**config.mk**
```make
export PLATFORM = sky130hd
export DESIGN_NAME = io_regs_flat
export DESIGN_NICKNAME = d
export VERILOG_FILES = /design/src/verilog/bus_pkg.sv /design/src/verilog/target_if.sv /design/src/verilog/io_regs.sv /design/src/flat_wrapper.sv
export SDC_FILE = /design/constraint.sdc
export NUM_CORES = 1
export LEC_CHECK = 0
export BUFFER_PORTS_ARGS = -buffer_cell sky130_fd_sc_hd__buf_2
export CORE_MARGIN = 2
export CORE_UTILIZATION = 35
export CTS_CLUSTER_DIAMETER = 80
export CTS_CLUSTER_SIZE = 24
export DETAILED_ROUTE_END_ITERATION = 6
export GPL_ROUTABILITY_DRIVEN = 0
export GPL_TIMING_DRIVEN = 0
export HOLD_SLACK_MARGIN = 0.08
export PLACE_DENSITY = 0.57
export SYNTH_ARGS = -nofsm -noshare
export SYNTH_HDL_FRONTEND = slang
export SYNTH_SLANG_ARGS = --single-unit
```
**constraint.sdc**
```tcl
create_clock -name CLK -period 3.9 [get_ports CLK]
set_clock_uncertainty 0.1 [all_clocks]
set_input_delay 0 -clock CLK [delete_from_list [all_inputs] [get_ports CLK]]
set_output_delay 0 -clock CLK [all_outputs]
set_load 0.1 [all_outputs]
```
**src/verilog/bus_pkg.sv**
```systemverilog
/* shared widths, access size and target enums, arbiter states */

package bus_pkg;

    // data and address widths
    localparam int xlen   = 32;
    localparam int addr_w = 32;

    // byte lanes per word
    localparam int lane_w = xlen / 8;

    // access size, low address bits pick the lane
    typedef enum logic [1:0] {
        size_byte = 2'd0,
        size_half = 2'd1,
        size_word = 2'd2
    } acc_size_t;

    // shared target select
    typedef enum logic {
        tgt_dram = 1'b0,
        tgt_io   = 1'b1
    } target_t;

    // two-phase transfer
    typedef enum logic [1:0] {
        arb_idle  = 2'd0,
        arb_issue = 2'd1,  // strobe held until target busy rises
        arb_wait  = 2'd2,  // wait for target busy to fall
        arb_done  = 2'd3   // done pulse back to the port
    } arb_state_t;

endpackage
```
**src/verilog/target_if.sv**
```systemverilog
/* strobe, busy and data signals between the arbiter and one shared target */

`timescale 1ns/100ps

interface target_if import bus_pkg::*; ();

    // load and write-enable strobes
    logic              le;
    logic              we;
    acc_size_t         size;
    logic [addr_w-1:0] addr;
    logic [xlen-1:0]   wdata;

    // busy level from the target, rdata valid once busy falls
    logic              busy;
    logic [xlen-1:0]   rdata;

    modport master (
        output le, we, size, addr, wdata,
        input  busy, rdata
    );

    modport slave (
        input  le, we, size, addr, wdata,
        output busy, rdata
    );

endinterface

```
**src/verilog/io_regs.sv**
```systemverilog
/* IO scratch registers plus a read-only count of register writes */

`timescale 1ns/100ps

module io_regs import bus_pkg::*; #(
    parameter int IO_REGS = 8
) (
    input  logic    CLK,
    input  logic    rst_n,
    target_if.slave bus
);

    localparam int idx_w = (IO_REGS > 1) ? $clog2(IO_REGS) : 1;

    logic [xlen-1:0]   regs [IO_REGS];
    logic [xlen-1:0]   wcount;
    logic [xlen-1:0]   rdata_q;
    logic [addr_w-3:0] word_addr;
    logic [idx_w-1:0]  reg_idx;
    logic              in_regs;
    logic              is_count;
    logic              start;
    logic              busy;
    logic              tick;

    assign word_addr = bus.addr[addr_w-1:2];
    assign reg_idx   = word_addr[idx_w-1:0];
    assign in_regs   = word_addr < (addr_w-2)'(IO_REGS);
    // counter sits one past the last register
    assign is_count  = word_addr == (addr_w-2)'(IO_REGS);
    assign start     = !busy && (bus.le || bus.we);

    // full-width writes, size ignored
    always_ff @(posedge CLK or negedge rst_n) begin
        if (!rst_n) begin
            for (int i = 0; i < IO_REGS; i++) begin
                regs[i] <= '0;
            end
            wcount <= '0;
        end else if (start && bus.we && in_regs) begin
            regs[reg_idx] <= bus.wdata;
            wcount        <= wcount + 1'b1;
        end
    end

    always_ff @(posedge CLK) begin
        if (start && bus.le) begin
            if (in_regs) begin
                rdata_q <= regs[reg_idx];
            end else if (is_count) begin
                rdata_q <= wcount;
            end else begin
                rdata_q <= '0;
            end
        end
    end

    // two-cycle busy
    always_ff @(posedge CLK or negedge rst_n) begin
        if (!rst_n) begin
            busy <= 1'b0;
            tick <= 1'b0;
        end else if (start) begin
            busy <= 1'b1;
            tick <= 1'b0;
        end else if (busy) begin
            if (tick) begin
                busy <= 1'b0;
            end else begin
                tick <= 1'b1;
            end
        end
    end

    assign bus.busy  = busy;
    assign bus.rdata = rdata_q;

endmodule

```
**src/flat_wrapper.sv**
```systemverilog
// flat-port wrapper written by rule: the top's interface ports become plain ports
module io_regs_flat import bus_pkg::*;
#(
    parameter int IO_REGS = 8
)
  (CLK, rst_n, bus_le, bus_we, bus_size, bus_addr, bus_wdata, bus_busy, bus_rdata);
  target_if bus_i ();
  input  logic CLK;
  input  logic rst_n;
  input wire logic [$bits(bus_i.le)-1:0] bus_le;
  input wire logic [$bits(bus_i.we)-1:0] bus_we;
  input wire logic [$bits(bus_i.size)-1:0] bus_size;
  input wire logic [$bits(bus_i.addr)-1:0] bus_addr;
  input wire logic [$bits(bus_i.wdata)-1:0] bus_wdata;
  output wire logic [$bits(bus_i.busy)-1:0] bus_busy;
  output wire logic [$bits(bus_i.rdata)-1:0] bus_rdata;
  assign bus_i.le = bus_le;
  assign bus_i.we = bus_we;
  assign bus_i.size = bus_size;
  assign bus_i.addr = bus_addr;
  assign bus_i.wdata = bus_wdata;
  assign bus_busy = bus_i.busy;
  assign bus_rdata = bus_i.rdata;
  io_regs #(.IO_REGS(IO_REGS)) u_core (.CLK(CLK), .rst_n(rst_n), .bus(bus_i));
endmodule
```
==> qor.csv <==
stage,metric,value,unit
status,status,completed,
timing,drv_slew,0,
clocking,cts_max_level,1,
synthesis,synthFlopType,dfrtp_1,
critical_path,worstPathCellList,dlygate4sd3_1 -> buf_2 -> buf_2 -> buf_2 -> buf_2 -> clkbuf_1 -> mux2i_1 -> nor2_1 -> a31oi_1 -> nor2_1,
clocking,cts-hold-fix-buffers,56,
power,irDropWorstVdd,249,µV
synthesis,ys_ff_latch,322,
placement,hpwlAfterDp,27.3,mm
critical_path,crit_arrival,3.48,ns
placement,portBuffers,97,
clocking,clock_sinks,322,
layout,synthToLayoutAreaGrowth,16.4,%
drt,drt_pass1_iterations,6,
drt,wl_per_cell,23.4,µm
timing,hold_viol,0,
critical_path,required,4.06,ns
drt,wl,41.3,mm
global_route,grtUsageTotal,19.0,%
timing,period_share,85.0,%
drt,viasPerCell,5.38,
synthesis,async_reset_ff_share,90.1,%
job,cap_viol_max_count,0,
critical_path,path_buf_inv,6,
floorplanning,coreArea,41100,µm²
layout,design_area,17100,µm²
synthesis,synth_area_leader_cell,dfrtp_1,
clocking,cts-buffers-inserted,19,
synthesis,ys_warn_count,0,
floorplanning,dieArea,43500,µm²
clocking,cts_resized,0,
global_route,antenna_found_initial,0,
clocking,root_buffer,clkbuf_16,
floorplanning,start_util,35.6,%
critical_path,startpoint_type,primary input,
timing,worst_pin_slew,1.23,ns
critical_path,slowest_delay,0.86,ns
timing,fmaxAchievable,302,MHz
critical_path,cpMostUsedCell,buf_2,
global_route,grt_max_degree,123,
min_path,min_path_type,in2reg,
drt,ant_nets,0,
critical_path,r2r_start,u_core.wcount[0]$_DFFE_PN0P_,
critical_path,worstSetupPathType,in2reg,
timing,grt_setup_unrepaired,no,
critical_path,cp_max_fo,10,
critical_path,crit_start,bus_addr[4],
floorplanning,die_w,209,µm
min_path,hold_path_startpoint,bus_addr[3],
drt,first_iter_violations,868,
critical_path,critPathSlowestCell,clkbuf_1,
critical_path,cp-end-kind,flip-flop,
layout,fin_util,41.5,%
synthesis,synth.yosys.seq_area_share,56.1,%
clocking,cts_buffer_depth,3,
clocking,clk_pin_slew,0.10,ns
synthesis,syn_area,14700,µm²
synthesis,synth_nets,1119,
floorplanning,die_h,209,µm
synthesis,syn_avg_cell_area,14.0,µm²
layout,fin_nets,1295,
clocking,postCtsSetupBuffers,0,
global_route,grt-ovfl-total,0,
critical_path,cpLargestDelayFamily,buffers and inverters,
synthesis,yosys.area.top_type_share,49.5,%
global_route,grt_pass1_wl,62.5,mm
synthesis,synth_area_leaders,"dfrtp_1 50%, mux2_2 16%, edfxtp_1 6.6%",
timing,max_slew_margin,17.8,%
drt,vias,9510,
timing,min_period,3.31,ns
timing,setup_viol,0,
clocking,clock_latency,0.54,ns
synthesis,synth_edf_count,32,
clocking,cts_tree,built,
drt,route.detailed.drc,0,
power,power_density,385,nW/µm²
synthesis,ys_types,45,
power,p_leak,0.00809,µW
placement,placed_area,15900,µm²
layout,layout-drive-gt1-share,33.7,%
floorplanning,pin_count,103,
global_route,grt_pass1_vias,9663,
floorplanning,rows,74,
synthesis,syn-instance-count,1048,
layout,num_antenna_cells,0,
## metrics by stage
| step | power [µW] | setup WS [ns] | TNS (ns) | cells | hold WS, ns |
|---|---|---|---|---|---|
| 2_1_floorplan | 4110 | 0.991 | 0 | 1048 | -0.396 |
| 3_3_place_gp | 4390 | -2.81 | -806.38 | 1677 | 0.179 |
| 3_5_place_dp | 4400 | 0.709 | 0 | 1679 | -0.0253 |
| 4_1_cts | 6630 | 0.600 | 0 | 1769 | 0.0842 |
| 5_1_grt | 6800 | 0.405 | 0 | 1769 | 0.108 |
| 6_report | 6560 | 0.587 | 0 | 1769 | 0.0862 |
## worst register-to-register path, stage by stage, from the launching register on
cell and delay (ns):
dfrtp_1 0.44, ha_1 0.17, nor4bb_1 0.41, nand4_1 0.14, dlygate4sd3_1 0.60, nor4_2 0.23
dlygate4sd3_1 0.77, nand4_1 0.16, xnor2_1 0.14
## layer usage
metal	vias up	wire [µm]	track usage [%]
met3	41	2630	3.40
li1	4224	-	-
met2	285	19300	31.0
met5	-	0	0
met4	0	588	3.05
met1	4960	18800	27.0
## sequential cells by signal (all words and copies together), names as in the netlist
| name | count |
|---|---|
| u_core.tick | 1 |
| u_core.wcount | 32 |
| u_core.bus.busy | 1 |
| u_core.regs | 256 |
| u_core.bus.rdata | 32 |
## final cells by class
| class | count | area, µm² |
|---|---|---|
| timing repair buffer | 155 | 1130 |
| fill | 3887 | 24100 |
| clock inverter | 11 | 111 |
| sequential | 322 | 8220 |
| multi-input combinational | 654 | 6060 |
| tap | 532 | 666 |
| buffer | 72 | 382 |
| clock buffer | 23 | 490 |
## synthesized netlist by cell type, types with 16 or more instances
| master | n |
|---|---|
| a221oi_1 | 25 |
| buf_2 | 29 |
| clkbuf_1 | 24 |
| dfrtp_1 | 290 |
| edfxtp_1 | 32 |
| mux2_1 | 72 |
| mux2_2 | 208 |
| mux2i_1 | 32 |
| mux4_2 | 26 |
| nand2_1 | 53 |
| nand3_1 | 16 |
| nor2_1 | 38 |
| o21ai_0 | 20 |
| xnor2_1 | 25 |
## cell usage in the layout (no fill, tap or decap), types with 9 or more instances in the layout
cell,instances
a21oi_1,9
a221oi_1,25
a22oi_1,14
a31oi_1,14
and3_1,12
buf_2,125
clkbuf_1,28
clkbuf_16,19
dfrtp_1,290
dlygate4sd3_1,55
edfxtp_1,32
mux2_1,72
mux2_2,208
mux2i_1,32
mux4_2,26
nand2_1,53
nand3_1,16
nand4_1,11
nor2_1,38
o21ai_0,20
xnor2_1,25
## report_power, final
group / total (µW) / switching [µW] / internal, µW
Sequential: 3490 / 25.9 / 3460
Clock: 2190 / 1190 / 1000
Combinational: 881 / 723 / 158
Total: 6560 / 1940 / 4620
## kinds of logic after synthesis
kind of cell	after synthesis	synth area share [%]
AOI/OAI and AO/OA	110	5.36
adders and majority gates	1	0.0854
muxes	338	27.7
buffers and inverters	72	2.60
and+or+nand+nor	174	6.30
xor gates and xnor gates	31	1.85
DFF	322	56.1
## path summary, 6_finish.rpt
path | to | slack, ns | cells after the start
worst max-delay path | u_core.bus.rdata[14]$_DFFE_PP_ | 0.59 | 10
worst min register to register | u_core.bus.busy$_DFF_PN0_ | 0.35 | 1
min in group asynchronous | u_core.wcount[22]$_DFFE_PN0P_ | 0.56 | 4
max in group asynchronous | u_core.regs[80]$_DFFE_PN0P_ | 2.59 | 4
worst min-delay path | u_core.regs[159]$_DFFE_PN0P_ | 0.09 | 4
worst max register to register | u_core.wcount[28]$_DFFE_PN0P_ | 0.64 | 8
Power figures use the tool's default switching activity.
