[config.mk]
export PLATFORM = sky130hd
export DESIGN_NAME = core_port_flat
export DESIGN_NICKNAME = d
export VERILOG_FILES = /design/src/verilog/bus_pkg.sv /design/src/verilog/port_if.sv /design/src/verilog/core_port.sv /design/src/flat_wrapper.sv
export SDC_FILE = /design/constraint.sdc
export NUM_CORES = 1
export LEC_CHECK = 0
export BUFFER_PORTS_ARGS = -buffer_cell sky130_fd_sc_hd__clkbuf_2
export CAP_MARGIN = 20
export CORE_MARGIN = 1.5
export CORE_UTILIZATION = 46
export CTS_BUF_LIST = sky130_fd_sc_hd__clkbuf_4
export DETAILED_ROUTE_END_ITERATION = 6
export PLACE_DENSITY = 0.86
export SYNTH_ARGS = -nofsm -noshare
export SYNTH_HDL_FRONTEND = slang
export SYNTH_SLANG_ARGS = --single-unit
[constraint.sdc]
create_clock -name CLK -period 8.2 [get_ports CLK]
set_input_delay 0.82 -clock CLK [delete_from_list [all_inputs] [get_ports CLK]]
set_output_delay 0.82 -clock CLK [all_outputs]
set_load 0.01 [all_outputs]
[src/verilog/bus_pkg.sv]
/* shared widths, access size and target enums, arbiter states */

package bus_pkg;

    // data and address widths
    localparam int xlen   = 32;
    localparam int addr_w = 32;

    // byte lanes per word
    localparam int lane_w = xlen / 8;

    // access size, low address bits pick the lane
    typedef enum logic [1:0] {
        size_byte = 2'd0,
        size_half = 2'd1,
        size_word = 2'd2
    } acc_size_t;

    // shared target select
    typedef enum logic {
        tgt_dram = 1'b0,
        tgt_io   = 1'b1
    } target_t;

    // two-phase transfer
    typedef enum logic [1:0] {
        arb_idle  = 2'd0,
        arb_issue = 2'd1,  // strobe held until target busy rises
        arb_wait  = 2'd2,  // wait for target busy to fall
        arb_done  = 2'd3   // done pulse back to the port
    } arb_state_t;

endpackage
[src/verilog/port_if.sv]
/* request and completion signals between a core port and the arbiter */

`timescale 1ns/100ps

interface port_if import bus_pkg::*; ();

    // request side, held by the port until done
    logic              pend;
    logic              is_write;
    target_t           target;
    acc_size_t         size;
    logic [addr_w-1:0] addr;
    logic [xlen-1:0]   wdata;

    // completion, rdata valid with the done pulse
    logic              done;
    logic [xlen-1:0]   rdata;

    modport front (
        output pend, is_write, target, size, addr, wdata,
        input  done, rdata
    );

    modport arb (
        input  pend, is_write, target, size, addr, wdata,
        output done, rdata
    );

endinterface

[src/verilog/core_port.sv]
/* core port front end: captures rd/wr strobes, holds the request
   for the arbiter and returns read data with a busy level */

`timescale 1ns/100ps

module core_port import bus_pkg::*; (
    input  logic              CLK,
    input  logic              rst_n,
    input  logic              rd,
    input  logic              wr,
    input  target_t           target,
    input  acc_size_t         size,
    input  logic [addr_w-1:0] addr,
    input  logic [xlen-1:0]   wdata,
    output logic [xlen-1:0]   rdata,
    output logic              busy,
    port_if.front             bus
);

    logic              accept;
    logic              req_write;
    target_t           req_target;
    acc_size_t         req_size;
    logic [addr_w-1:0] req_addr;
    logic [xlen-1:0]   req_wdata;

    // strobes while busy are dropped
    assign accept = !busy && (rd || wr);

    always_ff @(posedge CLK or negedge rst_n) begin
        if (!rst_n) begin
            busy <= 1'b0;
        end else if (accept) begin
            busy <= 1'b1;
        end else if (busy && bus.done) begin
            busy <= 1'b0;
        end
    end

    // request fields, rd wins over wr
    always_ff @(posedge CLK) begin
        if (accept) begin
            req_write  <= !rd;
            req_target <= target;
            req_size   <= size;
            req_addr   <= addr;
            req_wdata  <= wdata;
        end
    end

    // load result held until the next read completes
    always_ff @(posedge CLK) begin
        if (busy && bus.done && !req_write) begin
            rdata <= bus.rdata;
        end
    end

    // pending for the whole time busy is up
    assign bus.pend     = busy;
    assign bus.is_write = req_write;
    assign bus.target   = req_target;
    assign bus.size     = req_size;
    assign bus.addr     = req_addr;
    assign bus.wdata    = req_wdata;

endmodule

[src/flat_wrapper.sv]
// flat-port wrapper written by rule: the top's interface ports become plain ports
module core_port_flat import bus_pkg::*;
  (CLK, rst_n, rd, wr, target, size, addr, wdata, rdata, busy, bus_pend, bus_is_write, bus_target, bus_size, bus_addr, bus_wdata, bus_done, bus_rdata);
  port_if bus_i ();
  input  logic CLK;
  input  logic rst_n;
  input  logic rd;
  input  logic wr;
  input  target_t target;
  input  acc_size_t size;
  input  logic [addr_w-1:0] addr;
  input  logic [xlen-1:0] wdata;
  output logic [xlen-1:0] rdata;
  output logic busy;
  output wire logic [$bits(bus_i.pend)-1:0] bus_pend;
  output wire logic [$bits(bus_i.is_write)-1:0] bus_is_write;
  output wire logic [$bits(bus_i.target)-1:0] bus_target;
  output wire logic [$bits(bus_i.size)-1:0] bus_size;
  output wire logic [$bits(bus_i.addr)-1:0] bus_addr;
  output wire logic [$bits(bus_i.wdata)-1:0] bus_wdata;
  input wire logic [$bits(bus_i.done)-1:0] bus_done;
  input wire logic [$bits(bus_i.rdata)-1:0] bus_rdata;
  assign bus_pend = bus_i.pend;
  assign bus_is_write = bus_i.is_write;
  assign bus_target = bus_i.target;
  assign bus_size = bus_i.size;
  assign bus_addr = bus_i.addr;
  assign bus_wdata = bus_i.wdata;
  assign bus_i.done = bus_done;
  assign bus_i.rdata = bus_rdata;
  core_port u_core (.CLK(CLK), .rst_n(rst_n), .rd(rd), .wr(wr), .target(target), .size(size), .addr(addr), .wdata(wdata), .rdata(rdata), .busy(busy), .bus(bus_i));
endmodule
==> results.md <==
- The run finished with clean final reports.
- The cell chosen for the clock root is sky130_fd_sc_hd__clkbuf_4.
- The number of nets with antenna violations after detailed routing is 0.
- On the final layout, the worst clock skew is 0.0167 ns.
- In the final routed layout, each cell accounts on average for 16.4 um.
- The number of instances in the synthesized netlist is approximately 110.
- Counting instances in the post-synthesis netlist gives the leading cell types as 100 x sky130_fd_sc_hd__edfxtp_1, 3 x sky130_fd_sc_hd__nor2_1.
- The routed via count divided by cell count is 4.63.
- Counting flops with a built-in enable in the synthesized netlist gives 100.
- For met3 alone, demand over resource in global routing was around 10%.
- The final critical path takes up approximately 23% of the cycle.
- The first global-routing pass estimated 9570 um of wire.
- sky130_fd_sc_hd__edfxtp_1 is the most common cell in the netlist.
- The setup TNS is 0 ns.
- After the last flow step, the layout net total stands at 429.
- The post-layout worst setup margin is 6.32 ns.
- The HPWL reported at the end of detailed placement is 5260 um.
- The number of library cell types mapped by synthesis is 7.
- For the pin with the worst max-slew slack, the measured transition is 0.830 ns.
- Yosys printed 0 warnings.
- Measured along the x axis, the die boundary spans 84.6 um.
- The final hold violation count is 0.
- Based on the critical path, the design can be clocked at up to 531 MHz.
- The starting density of the core is between 40% and 50%.
- In this run the tightest slew margin relative to its limit is 44.7%.
- The total of buffers placed on input and output ports is 205.
- The share of cell area taken by muxes after synthesis is 0%.
- The number of global-route vias before repair is 1952.
- The top cell type by area accounts for a little over nine tenths of the synthesized area.
- Setup violations remaining at the end of the flow were counted as 0.
- The buffer and inverter count on the worst path is 1.
- The class of the tightest hold or removal check is input pin to asynchronous set/reset pin.
- For this run, the leading register cell type out of synthesis is sky130_fd_sc_hd__edfxtp_1.
- Clock tree synthesis found a total of 101 sinks.
- The maximum fanout encountered on the critical timing path is 5.
- Yosys attributes the largest share of cell area to sky130_fd_sc_hd__edfxtp_1 98%, sky130_fd_sc_hd__dfrtp_1 0.82%, sky130_fd_sc_hd__nor2_1 0.37%, sky130_fd_sc_hd__o31a_1 0.29%, sky130_fd_sc_hd__buf_4 0.25%.
- The mapped netlist covers 3060 um^2.
- The initial antenna violation count was 0.
- In this run, CTS created clock tree buffers numbering 9.
- The pre-CTS worst setup slack is slightly above 6 ns.
- The count of TritonRoute iterations in the first routing pass is 4.
- Measured along the y axis, the die boundary spans between 80 and 90 um.
- The number of antenna diodes is 0.
- The number of gates resized after CTS was 0.
- The final total power is 978 uW.
- The total area inside the core boundary comes to 6390 um^2.
- The clock passes through at most 2 buffers.
- A synthesized cell averages 28.4 um^2.
- The synthesized net count is 212.
- The count of buffers added by post-CTS timing repair for setup is 0.
- The max-cap check violation count is 0.
- The global routing met1 resource utilization is ~18%.
- In this run the cell area measured after placement is 4200 um^2.
- The final route contains 1883 vias.
- The final non-filler cell area is between 4000 and 5000 um^2.
- The final count of pins violating max slew is 0.
- For this run, the register share of the synthesized area comes to about 100%.
- The sum of routed wire length over all layers is approximately 6700 um.
- The filler cells instantiated in the layout total 453.
- Traced cell by cell, the critical path runs through clkbuf_2.
- The post-route netlist has 67.6% of its cells at a drive strength greater than 1.
- VDD sags by at most 0.137 mV.
- The worst stage delay on the critical path is 0.48 ns.
- Setup repair after global routing left no endpoint under its margin.
- The placer's final routability congestion estimate is about 0.76.
- The type of origin of the critical path is a flop.
- The clock insertion delay at the later pin of the skew report is 0.40 ns.
- The remaining design rule violation count is 0.
- The clock tree from TritonCTS is done.
- The flop and latch count out of synthesis is around 100.
- The quantity of hold-fixing buffers added after cts is 0.
- The initial detailed-routing violation count is about 110.
- The largest net degree at the start of global routing is 69.
- The number of I/O pins is just over 200.
- The total global routing track utilization is between 10% and 20%.
- The deepest level of the CTS H-tree is 3.
- At the worst endpoint, the arrival time is 1.06 ns.
- The total overflow left after global routing is 0.
- Summing the areas of all compound-gate instances in the mapped netlist gives 0.286% of the synthesized area.
- The final worst hold slack is 0.152 ns.
- The xor-xnor portion of the synthesized cell area is 0%.
- The area fraction in and, or, nand and nor cells after synthesis is 0.490%.
- The die covers 7160 um^2.
- For this design the static power due to leakage is 0.00191 uW.
- The clock transition at the register clock pins on the worst setup and hold paths after CTS is 0.14 ns.
- Counting I/O delays and the setup requirement, the final critical path takes between 1.5 and 2 ns.
- Summing the areas of all fa, ha and maj instances in the mapped netlist gives 0% of the synthesized area.
- The largest family of logic cells by synthesized area is simple AND/OR/NAND/NOR gates.
- Counting flops with an async set or reset pin after synthesis yields a share of 0.990%.
- The type of the worst setup path is flop to output pin.
- The required arrival time at the worst endpoint is 7.38 ns.
- The cell family contributing the most delay on the critical path is flip-flops.
- The nature of the critical path endpoint is an output pin.
- In the global route stage, met2 resource usage came out at 32.3%.
- sky130_fd_sc_hd__edfxtp_1 takes more of the synthesized area than any other cell.
- The area growth from synthesis to layout is 42.4%.
- The number of placement rows is 29.
- For this design the ratio of total power to cell area is 224 nW/um^2.
- The library cell contributing the largest single delay on the critical path is sky130_fd_sc_hd__dfrtp_1.
- met2 is the most crowded layer.
[cell type report]
class	instances	area (um^2)	share of cell area, %
Clock buffer	11	82.6	1.89
Clock inverter	5	75.1	1.72
Inverter	1	3.75	0.0861
Multi-Input combinational cell	5	33.8	0.775
Sequential cell	101	3030	69.4
Tap cell	77	96.3	2.21
Timing Repair Buffer	207	1040	23.9
[cell usage in the layout (no fill, tap or decap)]
cell type / n
sky130_fd_sc_hd__o31a_1: 1
sky130_fd_sc_hd__nor2_4: 1
sky130_fd_sc_hd__nor2_1: 1
sky130_fd_sc_hd__bufinv_16: 2
sky130_fd_sc_hd__dfrtp_1: 1
sky130_fd_sc_hd__inv_1: 1
sky130_fd_sc_hd__clkbuf_2: 205
sky130_fd_sc_hd__nand2_1: 1
sky130_fd_sc_hd__nor2_2: 1
sky130_fd_sc_hd__edfxtp_1: 100
sky130_fd_sc_hd__clkinv_1: 2
sky130_fd_sc_hd__clkbuf_4: 11
sky130_fd_sc_hd__buf_4: 2
sky130_fd_sc_hd__clkinvlp_4: 1
[final timing paths]
kind / startpoint / end / slack, ns / cells past startpoint
max: u_core.bus.pend / busy / 6.32 / 1
min: rst_n / u_core.bus.pend / 0.15 / 1
max reg2reg: u_core.bus.pend / u_core.bus.addr[15] / 6.56 / 2
min reg2reg: u_core.bus.pend / u_core.bus.pend / 0.67 / 1
max in group asynchronous: rst_n / u_core.bus.pend / 7.97 / 1
min in group CLK: wdata[6] / u_core.bus.wdata[6] / 0.58 / 1
[per-layer routing]
layer	vias up	routed length, um	share of wire, %
met1	874	2160	32
met3	11	943	14
met4	0	93	1.4
li1	866	-	-
met2	132	3480	52
met5	-	0	0
[where the power goes]
group	total (uW)	switching [uW]	internal (uW)
Combinational	89.1	51.2	37.9
Clock	272	143	129
Sequential	617	9.51	607
[flip-flops by register name, indices dropped and copies added, names as in the netlist]
name	cells
u_core.rdata	32
u_core.bus.is_write	1
u_core.bus.pend	1
u_core.bus.addr	32
u_core.bus.wdata	32
u_core.bus.target	1
u_core.bus.size	2
[per-stage QoR]
| step | instances | utilization [%] |
|---|---|---|
| floorplan | 108 | - |
| global placement | 391 | 65.8 |
| detailed placement | 391 | 65.8 |
| CTS | 407 | 68.3 |
| global route | 407 | 68.3 |
| finish | 407 | 68.3 |
[cells by family (layout without fill, tap and decap cells)]
kind of cell / Yosys count / in the layout
flops: 101 / 101
simple gates: 4 / 4
buf+inv: 2 / 224
compound gates: 1 / 1
No activity file was read; power rests on OpenSTA's default activity.
