**config.mk**
```make
export PLATFORM = sky130hd
export DESIGN_NAME = bus_arbiter_flat
export DESIGN_NICKNAME = d
export VERILOG_FILES = /design/src/verilog/bus_pkg.sv /design/src/verilog/target_if.sv /design/src/verilog/port_if.sv /design/src/verilog/bus_arbiter.sv /design/src/flat_wrapper.sv
export SDC_FILE = /design/constraint.sdc
export NUM_CORES = 1
export LEC_CHECK = 0
export CAP_MARGIN = 20
export CORE_AREA = 2 2 158 160
export CTS_BUF_LIST = sky130_fd_sc_hd__clkbuf_8
export CTS_CLUSTER_DIAMETER = 100
export DETAILED_ROUTE_END_ITERATION = 7
export DIE_AREA = 0 0 160 162
export DONT_BUFFER_PORTS = 1
export GPL_TIMING_DRIVEN = 0
export PLACE_DENSITY_LB_ADDON = 0.3
export SLEW_MARGIN = 10
export SYNTH_ARGS = -nofsm -noshare
export SYNTH_HDL_FRONTEND = slang
export SYNTH_SLANG_ARGS = --single-unit
```
**constraint.sdc**
```tcl
create_clock -name CLK -period 5.7 [get_ports CLK]
set_input_delay 0.285 -clock CLK [delete_from_list [all_inputs] [get_ports CLK]]
set_output_delay 0.285 -clock CLK [all_outputs]
set_load 0.01 [all_outputs]
```
**src/verilog/bus_pkg.sv**
```systemverilog
/* shared widths, access size and target enums, arbiter states */

package bus_pkg;

    // data and address widths
    localparam int xlen   = 32;
    localparam int addr_w = 32;

    // byte lanes per word
    localparam int lane_w = xlen / 8;

    // access size, low address bits pick the lane
    typedef enum logic [1:0] {
        size_byte = 2'd0,
        size_half = 2'd1,
        size_word = 2'd2
    } acc_size_t;

    // shared target select
    typedef enum logic {
        tgt_dram = 1'b0,
        tgt_io   = 1'b1
    } target_t;

    // two-phase transfer
    typedef enum logic [1:0] {
        arb_idle  = 2'd0,
        arb_issue = 2'd1,  // strobe held until target busy rises
        arb_wait  = 2'd2,  // wait for target busy to fall
        arb_done  = 2'd3   // done pulse back to the port
    } arb_state_t;

endpackage
```
**src/verilog/target_if.sv**
```systemverilog
/* strobe, busy and data signals between the arbiter and one shared target */

`timescale 1ns/100ps

interface target_if import bus_pkg::*; ();

    // load and write-enable strobes
    logic              le;
    logic              we;
    acc_size_t         size;
    logic [addr_w-1:0] addr;
    logic [xlen-1:0]   wdata;

    // busy level from the target, rdata valid once busy falls
    logic              busy;
    logic [xlen-1:0]   rdata;

    modport master (
        output le, we, size, addr, wdata,
        input  busy, rdata
    );

    modport slave (
        input  le, we, size, addr, wdata,
        output busy, rdata
    );

endinterface

```
**src/verilog/port_if.sv**
```systemverilog
/* request and completion signals between a core port and the arbiter */

`timescale 1ns/100ps

interface port_if import bus_pkg::*; ();

    // request side, held by the port until done
    logic              pend;
    logic              is_write;
    target_t           target;
    acc_size_t         size;
    logic [addr_w-1:0] addr;
    logic [xlen-1:0]   wdata;

    // completion, rdata valid with the done pulse
    logic              done;
    logic [xlen-1:0]   rdata;

    modport front (
        output pend, is_write, target, size, addr, wdata,
        input  done, rdata
    );

    modport arb (
        input  pend, is_write, target, size, addr, wdata,
        output done, rdata
    );

endinterface

```
**src/verilog/bus_arbiter.sv**
```systemverilog
/* round-robin bus arbiter for two core ports and the two-phase
   strobe/busy transfer onto the DRAM and IO targets */

`timescale 1ns/100ps

module bus_arbiter import bus_pkg::*; (
    input  logic     CLK,
    input  logic     rst_n,
    port_if.arb      p0,
    port_if.arb      p1,
    target_if.master dram,
    target_if.master io,
    output logic     grant
);

    arb_state_t        state;
    logic              last_served;
    logic              any_pend;
    logic              pick;
    logic              tgt_busy;
    logic [xlen-1:0]   tgt_rdata;
    logic              issue_rd;
    logic              issue_wr;

    // request copied from the chosen port
    logic              req_write;
    target_t           req_target;
    acc_size_t         req_size;
    logic [addr_w-1:0] req_addr;
    logic [xlen-1:0]   req_wdata;
    logic [xlen-1:0]   req_rdata;

    assign any_pend = p0.pend || p1.pend;

    // on a tie the port not served last goes first
    always_comb begin
        if (p0.pend && p1.pend) begin
            pick = ~last_served;
        end else begin
            pick = p1.pend;
        end
    end

    // busy and data of the selected target
    assign tgt_busy  = (req_target == tgt_dram) ? dram.busy : io.busy;
    assign tgt_rdata = (req_target == tgt_dram) ? dram.rdata : io.rdata;

    always_ff @(posedge CLK or negedge rst_n) begin
        if (!rst_n) begin
            state       <= arb_idle;
            last_served <= 1'b0;
        end else begin
            case (state)
                arb_idle: begin
                    if (any_pend) begin
                        state       <= arb_issue;
                        last_served <= pick;
                    end
                end
                arb_issue: begin
                    if (tgt_busy) begin
                        state <= arb_wait;
                    end
                end
                arb_wait: begin
                    if (!tgt_busy) begin
                        state <= arb_done;
                    end
                end
                arb_done: begin
                    state <= arb_idle;
                end
                default: begin
                    state <= arb_idle;
                end
            endcase
        end
    end

    always_ff @(posedge CLK) begin
        if (state == arb_idle && any_pend) begin
            req_write  <= pick ? p1.is_write : p0.is_write;
            req_target <= pick ? p1.target : p0.target;
            req_size   <= pick ? p1.size : p0.size;
            req_addr   <= pick ? p1.addr : p0.addr;
            req_wdata  <= pick ? p1.wdata : p0.wdata;
        end
        // collect data as busy falls
        if (state == arb_wait && !tgt_busy) begin
            req_rdata <= tgt_rdata;
        end
    end

    // strobe only while issuing, routed to one target
    assign issue_rd = (state == arb_issue) && !req_write;
    assign issue_wr = (state == arb_issue) && req_write;

    assign dram.le    = issue_rd && (req_target == tgt_dram);
    assign dram.we    = issue_wr && (req_target == tgt_dram);
    assign dram.size  = req_size;
    assign dram.addr  = req_addr;
    assign dram.wdata = req_wdata;

    assign io.le    = issue_rd && (req_target == tgt_io);
    assign io.we    = issue_wr && (req_target == tgt_io);
    assign io.size  = req_size;
    assign io.addr  = req_addr;
    assign io.wdata = req_wdata;

    // done goes to the chosen port only
    assign p0.done  = (state == arb_done) && !last_served;
    assign p1.done  = (state == arb_done) && last_served;
    assign p0.rdata = req_rdata;
    assign p1.rdata = req_rdata;

    assign grant = last_served;

endmodule

```
**src/flat_wrapper.sv**
```systemverilog
// flat-port wrapper written by rule: the top's interface ports become plain ports
module bus_arbiter_flat import bus_pkg::*;
  (CLK, rst_n, grant, p0_pend, p0_is_write, p0_target, p0_size, p0_addr, p0_wdata, p0_done, p0_rdata, p1_pend, p1_is_write, p1_target, p1_size, p1_addr, p1_wdata, p1_done, p1_rdata, dram_le, dram_we, dram_size, dram_addr, dram_wdata, dram_busy, dram_rdata, io_le, io_we, io_size, io_addr, io_wdata, io_busy, io_rdata);
  port_if p0_i ();
  port_if p1_i ();
  target_if dram_i ();
  target_if io_i ();
  input  logic CLK;
  input  logic rst_n;
  output logic grant;
  input wire logic [$bits(p0_i.pend)-1:0] p0_pend;
  input wire logic [$bits(p0_i.is_write)-1:0] p0_is_write;
  input wire logic [$bits(p0_i.target)-1:0] p0_target;
  input wire logic [$bits(p0_i.size)-1:0] p0_size;
  input wire logic [$bits(p0_i.addr)-1:0] p0_addr;
  input wire logic [$bits(p0_i.wdata)-1:0] p0_wdata;
  output wire logic [$bits(p0_i.done)-1:0] p0_done;
  output wire logic [$bits(p0_i.rdata)-1:0] p0_rdata;
  input wire logic [$bits(p1_i.pend)-1:0] p1_pend;
  input wire logic [$bits(p1_i.is_write)-1:0] p1_is_write;
  input wire logic [$bits(p1_i.target)-1:0] p1_target;
  input wire logic [$bits(p1_i.size)-1:0] p1_size;
  input wire logic [$bits(p1_i.addr)-1:0] p1_addr;
  input wire logic [$bits(p1_i.wdata)-1:0] p1_wdata;
  output wire logic [$bits(p1_i.done)-1:0] p1_done;
  output wire logic [$bits(p1_i.rdata)-1:0] p1_rdata;
  output wire logic [$bits(dram_i.le)-1:0] dram_le;
  output wire logic [$bits(dram_i.we)-1:0] dram_we;
  output wire logic [$bits(dram_i.size)-1:0] dram_size;
  output wire logic [$bits(dram_i.addr)-1:0] dram_addr;
  output wire logic [$bits(dram_i.wdata)-1:0] dram_wdata;
  input wire logic [$bits(dram_i.busy)-1:0] dram_busy;
  input wire logic [$bits(dram_i.rdata)-1:0] dram_rdata;
  output wire logic [$bits(io_i.le)-1:0] io_le;
  output wire logic [$bits(io_i.we)-1:0] io_we;
  output wire logic [$bits(io_i.size)-1:0] io_size;
  output wire logic [$bits(io_i.addr)-1:0] io_addr;
  output wire logic [$bits(io_i.wdata)-1:0] io_wdata;
  input wire logic [$bits(io_i.busy)-1:0] io_busy;
  input wire logic [$bits(io_i.rdata)-1:0] io_rdata;
  assign p0_i.pend = p0_pend;
  assign p0_i.is_write = p0_is_write;
  assign p0_i.target = p0_target;
  assign p0_i.size = p0_size;
  assign p0_i.addr = p0_addr;
  assign p0_i.wdata = p0_wdata;
  assign p0_done = p0_i.done;
  assign p0_rdata = p0_i.rdata;
  assign p1_i.pend = p1_pend;
  assign p1_i.is_write = p1_is_write;
  assign p1_i.target = p1_target;
  assign p1_i.size = p1_size;
  assign p1_i.addr = p1_addr;
  assign p1_i.wdata = p1_wdata;
  assign p1_done = p1_i.done;
  assign p1_rdata = p1_i.rdata;
  assign dram_le = dram_i.le;
  assign dram_we = dram_i.we;
  assign dram_size = dram_i.size;
  assign dram_addr = dram_i.addr;
  assign dram_wdata = dram_i.wdata;
  assign dram_i.busy = dram_busy;
  assign dram_i.rdata = dram_rdata;
  assign io_le = io_i.le;
  assign io_we = io_i.we;
  assign io_size = io_i.size;
  assign io_addr = io_i.addr;
  assign io_wdata = io_i.wdata;
  assign io_i.busy = io_busy;
  assign io_i.rdata = io_rdata;
  bus_arbiter u_core (.CLK(CLK), .rst_n(rst_n), .p0(p0_i), .p1(p1_i), .dram(dram_i), .io(io_i), .grant(grant));
endmodule
```
==> results.json <==
{
  "hold_slack_ns": 0.112,
  "die_area_um2": 25900,
  "synth_ff_type": "edfxtp_1",
  "worst_setup_path_start_kind": "flop",
  "slew_headroom_pct": 51.2,
  "layout_setup_ws_ns": 3.69,
  "syn2layout_area_growth_pct": 13.0,
  "tightest_slew_ns": 0.732,
  "synth_fp_nets": 550,
  "synthTopCellsByArea": "edfxtp_1 57%, mux2_2 21%, buf_4 14%",
  "yosys.area.top_type_share_pct": 57.5,
  "holdCritPathClass": "in2reg",
  "cts_made_buffers": 9,
  "crit_chain": "buf_6 -> mux2i_1 -> and2_2",
  "sw_frac_of_total_pct": 33.8,
  "syn_avg_cell_area_um2": 15.4,
  "mappedNetlistArea_um2": 5230,
  "port_buffers": 0,
  "grt_pass1_vias": 2915,
  "drtPass1Iterations": 4,
  "p_per_area_nw_per_um2": 434,
  "nFillCells": 2488,
  "sequentialPowerShare_pct": 51.3,
  "track_usage_pct": 9.45,
  "clockBufferDepth": 2,
  "layout.nets": 565,
  "maxCapViolCount": 0,
  "irDropWorstVdd_mv": 0.188,
  "cts_tree": "done",
  "io_pins": 409,
  "power_frac_clock_pct": 18.5,
  "rows": 57,
  "worst_path_largest_cell_delay_ns": 0.70,
  "postRouteAntennaNets": 0,
  "cp.arrival_ns": 2.01,
  "dp_hpwl_mm": 10.7,
  "vias": 2750,
  "p_int_mw": 1.70,
  "clk_pin_slew_ns": 0.11,
  "cp-end-kind": "flop",
  "die_height_um": 162,
  "cts_setup_buffers": 0,
  "required_ns": 5.70,
  "finalCritPeriodShare_pct": 35.3,
  "antenna_found_initial": 2,
  "htreeDepth": 3,
  "finalSetupTns_ns": 0,
  "switchingPower_mw": 0.866,
  "drv_slew": 0,
  "dp_slack_ns": 3.64,
  "finalSetupViolCount": 0,
  "synth_warnings": 0,
  "synth_top_area_cell": "edfxtp_1",
  "finClkSkew_ns": 0.0123,
  "p_comb_share_pct": 30.2,
  "min_period_ns": 2.01,
  "core_area_um2": 24100,
  "leakage_nw": 2.11,
  "place_inst": 665,
  "drt_drc_violations_left": 0,
  "clk_latency_ns": 0.37,
  "cp_max_fo": 32,
  "grt_pass1_wl_mm": 17.9,
  "hold_viol": 0,
  "synthCells": 339,
  "cpMaxStageDelayCell": "and2_2",
  "wl_per_cell_um": 19.3,
  "drt-total-wl_mm": 13.2,
  "synth_edf_count": 100,
  "final_cells": 684,
  "synth_cell_types": 24,
  "ys_seq_area_share_pct": 58.9,
  "synthArstFlopShare_pct": 2.91,
  "grt_max_degree": 33,
  "status": "completed",
  "initial_core_util_pct": 21.7,
  "rsz0062_at_grt": "no",
  "overflow": 0,
  "die_x_um": 160,
  "cts.sinks": 103,
  "root_buffer": "clkbuf_8",
  "place_congestion": 0.775,
  "ys_seq_elements": 103,
  "path_class": "reg2reg",
  "viasPerCell": 4.02,
  "first_iter_violations": 96,
  "clock.fmax_mhz": 497,
  "drive_gt1_share_pct": 63.8
}
## placed cells by master (no fill, tap or decap), drive strengths merged, types with 2 or more instances in the layout
cell and n:
a22oi 2, and2 2, buf 111, clkbuf 10
clkinv 2, dfrtp 3, dlygate4sd3 2, edfxtp 100
ha 5, inv 5, mux2 101, nor2 3
nor2b 2
## worst paths after layout
path | startpoint | endpoint | slack, ns | cells after the start
min | p0_size[0] | u_core.dram.size[0]$_DFFE_PP_ | 0.11 | 1
max reg2reg | u_core.req_target$_DFFE_PP_ | u_core.p0.rdata[10]$_DFFE_PP_ | 3.69 | 3
max | u_core.req_target$_DFFE_PP_ | u_core.p0.rdata[10]$_DFFE_PP_ | 3.69 | 3
min reg2reg | u_core.state[1]$_DFFE_PN0P_ | u_core.state[1]$_DFFE_PN0P_ | 0.60 | 1
min in group asynchronous | rst_n | u_core.grant$_DFFE_PN0P_ | 0.16 | 1
max in group asynchronous | rst_n | u_core.state[0]$_DFFE_PN0P_ | 5.37 | 1
## synthesized netlist by cell type, types with 2 or more instances
cell type / n
inv_1: 3
ha_1: 5
nor2b_1: 2
mux2_2: 99
dfrtp_1: 3
nor2_1: 3
and2_1: 2
buf_2: 7
buf_6: 3
edfxtp_1: 100
buf_4: 99
## per-layer routing
metal | GRT usage [%] | share of wire [%]
met1 | 9.02 | 33
met2 | 18.0 | 55
met3 | 3.29 | 8.9
met4 | 4.75 | 3.1
met5 | 0 | 0.099
## cell type report
type	instances	area [um2]	share of cell area, %
Sequential cell	103	3080	52.2
Antenna cell	1	2.50	0.0424
Tap cell	324	405	6.87
Multi-Input combinational cell	124	1330	22.6
Buffer	109	812	13.8
Clock inverter	6	62.6	1.06
Inverter	3	11.3	0.191
Timing Repair Buffer	4	60.1	1.02
Clock buffer	10	138	2.33
## cell families after synthesis
logic type | Yosys count | synth area share, %
buf+inv | 112 | 15.8
flops | 103 | 58.9
mux | 102 | 22.0
simple gates | 11 | 1.20
compound gates | 6 | 0.910
fa+ha+maj | 5 | 1.20
## power groups by stage
stage | Sequential, mW | Clock, mW | Combinational, mW
finish | 1.32 | 0.474 | 0.774
global route | 1.34 | 0.531 | 0.840
CTS | 1.32 | 0.501 | 0.794
detailed placement | 1.33 | 0 | 0.792
global placement | 1.37 | 0 | 0.747
floorplan | 1.30 | 0 | 0.627
## stage by stage
| stage | total power, mW | utilization, % | area [um2] |
|---|---|---|---|
| floorplan | 1.92 | - | 5230 |
| global placement | 2.11 | 23.4 | 5630 |
| detailed placement | 2.13 | 23.6 | 5680 |
| CTS | 2.61 | 24.5 | 5900 |
| global route | 2.71 | 24.5 | 5900 |
| finish | 2.56 | 24.5 | 5900 |
## state kept, by name, indices dropped and copies added (netlist names)
register           flops
u_core.dram.addr      32
u_core.dram.wdata     32
u_core.p0.rdata       32
u_core.dram.size       2
u_core.state           2
u_core.grant           1
u_core.req_target      1
u_core.req_write       1
## critical path, delay by kind of cell, from the launching register on
family | cells | cell delay (ns)
buf+inv | 1 | 0.18
flops | 1 | 0.36
mux | 1 | 0.38
simple gates | 1 | 0.70
## repair_timing
item,4_1_cts,5_1_grt
hold buffers,2,0
gates resized for setup,0,0
hold endpoints to repair,4,0
Note: power is estimated with default switching activity, not from simulation.
